### src/design/zx_io_pkg.sv
`default_nettype none

package zx_io_pkg;

	// ====================
	// Sizes
	// ====================
	localparam int NUM_JOY     = 2;  // Joystick ports on the host
	localparam int SYNC_STAGES = 2;  // Flops per input synchronizer

	// ====================
	// Plain vector types
	// ====================
	typedef logic [15:0] addr_t;     // Z80 address
	typedef logic [7:0]  byte_t;
	typedef logic [2:0]  border_t;   // GRB border colour

	// One keyboard half-row where a pressed key reads 0
	typedef logic [4:0]  key_row_t;

	// Active high buttons
	// 0 right, 1 left, 2 down, 3 up, 4 fire, 5 fire 2
	typedef logic [5:0]  joy_bits_t;

	// Emulation mode per joystick
	typedef enum logic [1:0] {
		JOY_SINCLAIR1 = 2'd0,
		JOY_SINCLAIR2 = 2'd1,
		JOY_KEMPSTON  = 2'd2,
		JOY_CURSOR    = 2'd3
	} joy_mode_e;

	// ====================
	// Bundles
	// ====================
	// Only the field of the selected mode is non-zero
	typedef struct packed {
		joy_bits_t   kempston;
		logic [4:0]  sinclair1;   // Low 5 joystick bits
		logic [4:0]  sinclair2;
		logic [4:0]  cursor;
	} joy_map_t;

	// CPU bus, active high levels
	typedef struct packed {
		addr_t addr;
		byte_t dout;    // CPU write data
		logic  iorq;
		logic  rd;
		logic  wr;
		logic  m1;
	} cpu_bus_t;

	// Port decode
	localparam logic [5:0] KEMPSTON_PORT = 6'h1F;  // Low address bits only
	localparam byte_t      PORT_IDLE     = 8'hFF;  // Floating bus value

endpackage

`default_nettype wire

### src/design/io_port_unit.sv
`default_nettype none

module io_port_unit (
	input  wire                   clk_sys,
	input  wire                   reset,
	input  zx_io_pkg::cpu_bus_t   bus_i,
	input  zx_io_pkg::joy_map_t   map_i [zx_io_pkg::NUM_JOY],
	input  zx_io_pkg::key_row_t   key_data_i,  // Already ANDed over the selected rows
	input  wire                   tape_in_i,
	output zx_io_pkg::byte_t      rd_data_o,
	output zx_io_pkg::border_t    border_o,
	output logic                  ear_o,
	output logic                  mic_o
);
	import zx_io_pkg::*;

	// Sinclair stick order on a half-row
	// fire on bit 0, then up, down, right, left
	function automatic key_row_t sinclair_keys(input logic [4:0] j);
		return {j[1], j[0], j[2], j[3], j[4]};
	endfunction

	// ====================
	// Joystick merge
	// ====================
	joy_map_t map_or;

	always_comb begin
		map_or = '0;
		for (int j = 0; j < NUM_JOY; j++) begin
			map_or = map_or | map_i[j];
		end
	end

	// ====================
	// Keyboard mask
	// ====================
	key_row_t cursor_60;    // Keys 6 7 8 0
	key_row_t cursor_15;    // Key 5
	key_row_t row60_term;
	key_row_t row15_term;
	key_row_t joy_kbd;

	always_comb begin
		cursor_60 = {map_or.cursor[2], map_or.cursor[3], map_or.cursor[0], 1'b0,
			map_or.cursor[4]};
		cursor_15 = {map_or.cursor[1], 4'b0000};

		// A row not addressed by the CPU gets no joystick keys
		row60_term = {5{bus_i.addr[12]}} |
			~(sinclair_keys(map_or.sinclair1) | cursor_60);
		row15_term = {5{bus_i.addr[11]}} |
			~(sinclair_keys(map_or.sinclair2) | cursor_15);

		joy_kbd = row60_term & row15_term;
	end

	// ====================
	// ULA output port
	// ====================
	logic io_wr;
	logic io_rd;
	logic io_wr_q;   // Previous write strobe
	logic ula_wr;

	assign io_wr = bus_i.iorq & bus_i.wr & ~bus_i.m1;
	assign io_rd = bus_i.iorq & bus_i.rd & ~bus_i.m1;

	// Rising edge of the strobe on an even port
	assign ula_wr = io_wr & ~io_wr_q & ~bus_i.addr[0];

	always_ff @(posedge clk_sys) begin
		if (reset) begin
			io_wr_q  <= 1'b0;
			border_o <= '0;
			ear_o    <= 1'b0;
			mic_o    <= 1'b0;
		end else begin
			io_wr_q <= io_wr;
			if (ula_wr) begin
				border_o <= bus_i.dout[2:0];
				mic_o    <= bus_i.dout[3];
				ear_o    <= bus_i.dout[4];
			end
		end
	end

	// ====================
	// CPU read data
	// ====================
	always_comb begin
		rd_data_o = PORT_IDLE;
		if (io_rd) begin
			if (bus_i.addr[5:0] == KEMPSTON_PORT) begin
				rd_data_o = {2'b00, map_or.kempston};
			end else if (!bus_i.addr[0]) begin
				// EAR output feeds back into the tape bit
				rd_data_o = {1'b1, tape_in_i | ear_o, 1'b1, key_data_i & joy_kbd};
			end
		end
	end

endmodule

`default_nettype wire

### src/design/joy_mapper.sv
`default_nettype none

module joy_mapper (
	input  wire                   clk_sys,
	input  wire                   reset,
	input  zx_io_pkg::joy_bits_t  joy_i,
	input  zx_io_pkg::joy_mode_e  mode_i,
	output zx_io_pkg::joy_map_t   map_o
);
	import zx_io_pkg::*;

	joy_map_t map_d;

	// Steer the buttons into one field
	always_comb begin
		map_d = '0;
		case (mode_i)
			JOY_SINCLAIR1: map_d.sinclair1 = joy_i[4:0];
			JOY_SINCLAIR2: map_d.sinclair2 = joy_i[4:0];
			JOY_KEMPSTON:  map_d.kempston  = joy_i;      // Fire 2 only here
			JOY_CURSOR:    map_d.cursor    = joy_i[4:0];
			default:       map_d = '0;
		endcase
	end

	// One cycle of latency
	always_ff @(posedge clk_sys) begin
		if (reset) begin
			map_o <= '0;
		end else begin
			map_o <= map_d;
		end
	end

endmodule

`default_nettype wire

### src/design/joy_sync.sv
`default_nettype none

// Joystick pads are asynchronous to clk_sys
module joy_sync (
	input  wire                    clk_sys,
	input  wire                    reset,
	input  zx_io_pkg::joy_bits_t   joy_i  [zx_io_pkg::NUM_JOY],
	input  zx_io_pkg::joy_mode_e   mode_i [zx_io_pkg::NUM_JOY],
	output zx_io_pkg::joy_bits_t   joy_o  [zx_io_pkg::NUM_JOY],
	output zx_io_pkg::joy_mode_e   mode_o [zx_io_pkg::NUM_JOY]
);
	import zx_io_pkg::*;

	// Stage 0 samples the pad and the last stage drives the outputs
	joy_bits_t joy_q  [SYNC_STAGES][NUM_JOY];
	joy_mode_e mode_q [SYNC_STAGES][NUM_JOY];

	always_ff @(posedge clk_sys) begin
		if (reset) begin
			for (int s = 0; s < SYNC_STAGES; s++) begin
				for (int j = 0; j < NUM_JOY; j++) begin
					joy_q[s][j]  <= '0;
					mode_q[s][j] <= JOY_SINCLAIR1;  // Default mode
				end
			end
		end else begin
			joy_q[0]  <= joy_i;
			mode_q[0] <= mode_i;
			for (int s = 1; s < SYNC_STAGES; s++) begin
				joy_q[s]  <= joy_q[s-1];
				mode_q[s] <= mode_q[s-1];
			end
		end
	end

	assign joy_o  = joy_q[SYNC_STAGES-1];
	assign mode_o = mode_q[SYNC_STAGES-1];

endmodule

`default_nettype wire

### src/design/zx_io_top.sv
`default_nettype none

module zx_io_top (
	input  wire                   clk_sys,
	input  wire                   reset,
	input  zx_io_pkg::cpu_bus_t   bus_i,
	input  zx_io_pkg::joy_bits_t  joy_i  [zx_io_pkg::NUM_JOY],
	input  zx_io_pkg::joy_mode_e  mode_i [zx_io_pkg::NUM_JOY],
	input  zx_io_pkg::key_row_t   key_data_i,
	input  wire                   tape_in_i,
	output zx_io_pkg::byte_t      rd_data_o,
	output zx_io_pkg::border_t    border_o,
	output logic                  ear_o,
	output logic                  mic_o
);
	import zx_io_pkg::*;

	joy_bits_t joy_s  [NUM_JOY];   // Synchronized buttons
	joy_mode_e mode_s [NUM_JOY];
	joy_map_t  map    [NUM_JOY];   // One map per port

	joy_sync u_sync (
		.clk_sys (clk_sys),
		.reset   (reset),
		.joy_i   (joy_i),
		.mode_i  (mode_i),
		.joy_o   (joy_s),
		.mode_o  (mode_s)
	);

	// ====================
	// Per port mapping
	// ====================
	for (genvar j = 0; j < NUM_JOY; j++) begin : g_joy
		joy_mapper u_mapper (
			.clk_sys (clk_sys),
			.reset   (reset),
			.joy_i   (joy_s[j]),
			.mode_i  (mode_s[j]),
			.map_o   (map[j])
		);
	end

	io_port_unit u_ports (
		.clk_sys    (clk_sys),
		.reset      (reset),
		.bus_i      (bus_i),
		.map_i      (map),
		.key_data_i (key_data_i),
		.tape_in_i  (tape_in_i),
		.rd_data_o  (rd_data_o),
		.border_o   (border_o),
		.ear_o      (ear_o),
		.mic_o      (mic_o)
	);

endmodule

`default_nettype wire

### config.mk
export PLATFORM = sky130hd
export DESIGN_NAME = zx_io_top
export DESIGN_NICKNAME = d
export VERILOG_FILES = /design/src/design/zx_io_pkg.sv /design/src/design/io_port_unit.sv /design/src/design/joy_mapper.sv /design/src/design/joy_sync.sv /design/src/design/zx_io_top.sv
export SDC_FILE = /design/constraint.sdc
export NUM_CORES = 1
export LEC_CHECK = 0
export BUFFER_PORTS_ARGS = -buffer_cell sky130_fd_sc_hd__buf_2
export CAP_MARGIN = 20
export CORE_ASPECT_RATIO = 1.4
export CORE_MARGIN = 1.5
export CORE_UTILIZATION = 51
export CTS_CLUSTER_SIZE = 14
export DETAILED_ROUTE_END_ITERATION = 10
export HOLD_SLACK_MARGIN = 0.03
export PLACE_DENSITY_LB_ADDON = 0.12
export RECOVER_POWER = 100
export SLEW_MARGIN = 25
export SYNTH_ARGS = -nofsm -noshare
export SYNTH_HDL_FRONTEND = slang
export SYNTH_SLANG_ARGS = --single-unit
### constraint.sdc
create_clock -name clk_sys -period 1.42 [get_ports clk_sys]
set_clock_uncertainty 0.05 [all_clocks]
set_input_delay 0.213 -clock clk_sys [delete_from_list [all_inputs] [get_ports clk_sys]]
set_output_delay 0.213 -clock clk_sys [all_outputs]
set_load 0.05 [all_outputs]
==> results of run 1 <==
## state kept, by name, indices dropped and copies added (netlist names)
| signal | count |
|---|---|
| g_joy.u_mapper.map_o | 42 |
| u_sync.joy_q | 24 |
| u_sync.mode_q | 8 |
| u_ports.border_o | 3 |
| u_ports.ear_o | 1 |
| u_ports.io_wr_q | 1 |
| u_ports.mic_o | 1 |
## power by group through the flow
stage	clock [uW]	combinational, uW	sequential [uW]
3_5_place_dp	0	230	2370
3_3_place_gp	0	226	2370
6_report	1840	266	2330
5_1_grt	1980	292	2330
4_1_cts	1880	271	2320
2_1_floorplan	0	115	2380
## worst register-to-register path: cells and delay by family (launching register included)
family | cells | cell delay, ns
flip-flops | 1 | 0.29
AND/OR/NAND/NOR | 2 | 0.53
multiplexers | 1 | 0.20
## routing by layer
| layer | up-vias | global-route usage | wire length, um |
|---|---|---|---|
| met5 | - | 0 | 0 |
| met4 | 0 | 0.09284 | 67 |
| met3 | 9 | 0.06033 | 217 |
| met2 | 47 | 0.3598 | 2546 |
| met1 | 762 | 0.1713 | 1749 |
| li1 | 888 | - | - |
## layout make-up
type | count | area (um2) | share of cell area
sequential | 80 | 1607 | 0.4664
multi-input combinational | 130 | 962.2 | 0.2793
timing repair buffer | 82 | 565.5 | 0.1642
clock buffer | 14 | 172.7 | 0.05013
tap | 62 | 77.57 | 0.02252
clock inverter | 2 | 60.06 | 0.01744
## placed cells by master (no fill, tap or decap)
| cell | n |
|---|---|
| bufinv_16 | 2 |
| o221a_1 | 1 |
| dlygate4sd3_1 | 15 |
| nor4_2 | 2 |
| nor3b_1 | 3 |
| o221ai_1 | 3 |
| buf_6 | 9 |
| nand3b_4 | 1 |
| nand4b_1 | 1 |
| or3_4 | 1 |
| nor2b_2 | 1 |
| and2_0 | 25 |
| o21ai_2 | 2 |
| clkbuf_2 | 7 |
| a32oi_2 | 4 |
| nor2_2 | 1 |
| buf_4 | 6 |
| mux2i_1 | 5 |
| nor3b_2 | 1 |
| o221ai_2 | 1 |
| and2_1 | 17 |
| dfxtp_1 | 76 |
| clkbuf_8 | 12 |
| dfxtp_2 | 4 |
| nor2_1 | 16 |
| clkbuf_1 | 7 |
| and3b_2 | 1 |
| nor2b_1 | 32 |
| or3_1 | 1 |
| nand2_1 | 1 |
| and3b_1 | 2 |
| nand2_4 | 1 |
| nor4_4 | 3 |
| nor3_1 | 2 |
| buf_12 | 1 |
| buf_2 | 39 |
| nor4_1 | 1 |
| nor3_2 | 1 |
## cells by family after synthesis
logic type	count (synthesis)	synth area share
and+or+nand+nor	114	0.2831
DFF	80	0.6448
AOI/OAI and AO/OA	11	0.03677
buffers and inverters	7	0.01511
muxes	5	0.02015
## metrics by stage
| step | instances | TNS [ns] | instance area (um2) | total power [uW] |
|---|---|---|---|---|
| 2_1_floorplan | 217 | -0.7812 | 2539 | 2491 |
| 3_5_place_dp | 339 | -1.433 | 2962 | 2604 |
| 6_report | 370 | -1.504 | 3445 | 4433 |
| 5_1_grt | 370 | -2.101 | 3445 | 4606 |
| 3_3_place_gp | 339 | -1.259 | 2962 | 2598 |
| 4_1_cts | 370 | -1.719 | 3440 | 4477 |
## final timing paths
| check | startpoint | end | slack [ns] | cells past startpoint |
|---|---|---|---|---|
| setup / recovery | g_joy[1].u_mapper.map_o[6] | rd_data_o[4] | -0.34 | 5 |
| hold / removal | bus_i[7] | u_ports.mic_o | 0.05 | 3 |
| setup reg to reg | u_ports.io_wr_q | u_ports.border_o[2] | 0.21 | 3 |
| hold reg to reg | u_sync.joy_q[0][6] | u_sync.joy_q[1][6] | 0.38 | 1 |
## what timing repair did
action	4_1_cts	5_1_grt
pin swaps	6	14
endpoints found under the hold margin	15	0
hold buffers	15	0
resized for setup	23	9
setup endpoints to repair	7	7
==> reports/metrics.cfg, run 1 <==
[clocking]
insertion_delay_ns=0.33
htreeDepth=3
post_cts_buffers=0
cts.path.max_buffers=2
cts_tree=yes
clk_pin_slew_ns=0.07
cts.sinks=80
numCtsBuffers=9
cts_root_buffer=clkbuf_8

[placement]
dpl_worst_slack_ns=-0.2083
dp_hpwl_um=3160
io_buffers=53
place.gp.congestion=0.8174

[power]
p_per_area_nw_per_um2=1287
switching_share=0.1915
p_int_uw=3584
power.leakage_uw=0.001471
ir_worst_vdd_uv=748.7
clkPwrFrac=0.415
seq_power_share=0.525
pwr-share-comb=0.060
switchingPower_uw=848.7

[cells_and_area]
n_antenna_cell=0
nNetsFinal=355
syn_to_final_growth_pct=38.69
fillCellCount=335
finalCoreUtilization=0.7475
drive_gt1_frac=0.3247

[logic_synthesis]
syn_area_um2=2484
yosys_warnings=0
ys_types=24
synth_area_leader_cell=dfxtp_1
netlist_instances=217
synth_area_per_cell_um2=11.45
ys.flop_type=dfxtp_1
syn_nets=269
synth_seq_cells=80
yosysSeqAreaShare=0.6448
async_reset_ff_frac=0
synth-edff-count=0
synth_area_leaders=dfxtp_1 64%, and2_1 11%, nor2b_1 8.3%, nor2_1 2.4%, mux2i_1 2.0%
yosysTopAreaCellShare=0.6448
synth_most_common_cell=dfxtp_1
synthTopCellsByCount=80 x dfxtp_1, 42 x and2_1, 33 x nor2b_1, 16 x nor2_1, 6 x nor4_1

[critical_path]
path_buf_inv=1
crit_fanout=1
critPathLaunchType=register
cp_top_family=flip-flops
max_stage_delay_ns=0.33
critical_path.slowest_cell=dfxtp_2
critPathKind=reg2out
worstSetupEndpointType=primary output
crit_chain=nor4_4, o221a_1, nor2_1, o21ai_2, buf_6
cp.arrival_ns=1.49
crit_required_ns=1.16

[timing]
whs_ns=0.05171
relSlewSlack=0.5136
fin_crit_sh=1.238
setup_viol=6
max_slew.worst_pin.slew_ns=0.7296
timing.final.ws_setup_ns=-0.3374
rsz0062_at_grt=yes
final_max_slew_viol_count=0
timing.fmax_mhz=569.0
hold_violations=0
period_minus_slack_ns=1.757

[die]
fp.dieW_um=61.98
die_h_um=85.57
dieArea_um2=5304
io_pins=65
placementRows=29
initial_utilization=0.5390
core_area_um2=4608

[run]
drv_cap=0

[detailed_routing]
vias_per_cell=4.611
wl_per_cell_um=12.38
drtIter0Drc=26
routed_wirelength_um=4580
vias=1706
ant_nets=0
first_pass_iters=4
drc_errors=0

[outcome]
status=finished with violations
violations=setup timing

[global_routing]
grt_pass1_wl_um=7155
grt_pass1_vias=1665
grt_max_degree=17
grt_use_total=0.1920
grt_overflow=0
antenna_found_initial=0

[min_path]
hp-class=in2reg

(Power assumes the default switching activity.)
==> inputs of run 2 (changes only) <==
CAP_MARGIN = default   (was 20)
SETUP_SLACK_MARGIN = 0.02   (was default)
==> run 2 against run 1 <==
Compared with the run above:
- the run still ends with setup timing left
- critical path depth shrank 1
- core utilization increased by 0.90 points
- fmax increased by 0.17%
- sequential power barely moved
- non-clock buffer count up 3
- clock-buffer cell count shrank 5
- highest routed layer unchanged
==> reports/metrics.cfg, run 2 (synthesis gave the netlist of run 1 again) <==
[outcome]
status=finished with violations
violations=setup timing

[detailed_routing]
ant_nets=0
routed_wirelength_um=4525
drc_errors=0
vias=1731
drtIter0Drc=30
vias_per_cell=4.641
wl_per_cell_um=12.13
first_pass_iters=4

[clocking]
insertion_delay_ns=0.34
post_cts_buffers=0
cts.path.max_buffers=2
clk_pin_slew_ns=0.07
cts_root_buffer=clkbuf_8
cts.sinks=80
htreeDepth=3
numCtsBuffers=9
cts_tree=yes

[critical_path]
worstSetupEndpointType=primary output
crit_fanout=1
critPathKind=reg2out
critPathLaunchType=register
crit_required_ns=1.16
cp.arrival_ns=1.49

[placement]
placedInstanceArea_um2=2993
place.gp.congestion=0.8337
dpl.cell_count=342
io_buffers=53
dp_hpwl_um=3149

[cells_and_area]
top_register=g_joy.u_mapper.map_o
syn_to_final_growth_pct=40.35
largest_reg_flops=42
final_cells=373
final_cell_mix=77 x dfxtp_1, 39 x buf_2, 32 x nor2b_1
nNetsFinal=358
drive_gt1_frac=0.3408
fillCellCount=326
ff_latch_area_um2=1605
n_antenna_cell=0
final_area_um2=3486
final_common_cell=dfxtp_1
multi_input_area_um2=993.5
reg_top3=g_joy.u_mapper.map_o (42), u_sync.joy_q (24), u_sync.mode_q (8)

[timing]
setup_tns_ns=-1.457
hold_violations=0
relSlewSlack=0.5584
rsz0062_at_grt=yes
fin_crit_sh=1.236
timing.fmax_mhz=570.0
timing.final.ws_setup_ns=-0.3345
final_max_slew_viol_count=0
setup_viol=6
max_slew.worst_pin.slew_ns=0.6624
period_minus_slack_ns=1.755

[global_routing]
grt_pass1_vias=1697
grt_max_degree=17
antenna_found_initial=0
grt_pass1_wl_um=7044
grt_overflow=0
grt_use_total=0.1877

[die]
dieArea_um2=5304
placementRows=29
die_h_um=85.57
initial_utilization=0.5390
fp.dieW_um=61.98
core_area_um2=4608
io_pins=65

[power]
p_per_area_nw_per_um2=1287
power.leakage_uw=0.001493
ir_worst_vdd_uv=1041

[min_path]
hp-class=in2reg

[run]
drv_cap=0

run 2: cell count changes in the layout (fill, tap and decap cells not counted), moves of 2 or more:
cell,change
clkbuf_1,-2
clkbuf_8,-3
o221ai_1,-3
o221ai_2,+3
clkinv_2,+4
buf_6,-2
nor2_1,-2
nor2_2,+2
buf_4,+5
run 2: layout make-up:
type | count | share of cell area
Sequential cell | 80 | 0.4605
Multi-Input combinational cell | 130 | 0.2850
Timing Repair Buffer | 85 | 0.1651
Clock buffer | 9 | 0.03553
Clock inverter | 7 | 0.03159
Tap cell | 62 | 0.02225
run 2: per-layer routing:
layer	track usage	vias to the layer above	share of wire
met3	0.04223	9	0.053
li1	-	893	-
met4	0.1277	0	0.023
met1	0.1757	773	0.38
met5	0	-	0
met2	0.3362	56	0.54
run 2: stage by stage:
| stage | util | setup slack [ns] | hold slack (ns) | total power, uW |
|---|---|---|---|---|
| floorplan | - | -0.1328 | 0.2906 | 2496 |
| global placement | 0.6495 | -0.1521 | 0.3663 | 2603 |
| detailed placement | 0.6495 | -0.1606 | 0.3745 | 2608 |
| CTS | 0.7548 | -0.3593 | 0.03076 | 4523 |
| global route | 0.7564 | -0.4364 | 0.05241 | 4692 |
| finish | 0.7564 | -0.3345 | 0.04607 | 4485 |
run 2: worst paths after layout:
path / endpoint / slack [ns] / cells past startpoint / from
max reg2reg: u_ports.border_o[1] / 0.21 / 3 / u_ports.io_wr_q
max: rd_data_o[2] / -0.33 / 4 / g_joy[1].u_mapper.map_o[12]
min reg2reg: u_sync.joy_q[1][9] / 0.39 / 1 / u_sync.joy_q[0][9]
min: u_sync.joy_q[0][4] / 0.05 / 2 / joy_i[4]
run 2: repair_timing:
action | in CTS | in global routing
resized for setup | 24 | 9
hold buffers | 15 | 0
pin swaps | 10 | 10
setup endpoints to repair | 7 | 7
hold endpoints to repair | 15 | 0
run 2: worst max-delay path, stage by stage (launching register included):
cell,delay [ns]
dfxtp_2,0.33
nor4_4,0.29
o221ai_2,0.15
a32oi_2,0.20
buf_6,0.19
run 2: power by group:
part           internal, uW  leakage [uW]  switching [uW]
sequential             2300      0.000654            25.4
clock                  1150      0.000123             733
combinational           150      0.000717             123
total                  3600       0.00149             881
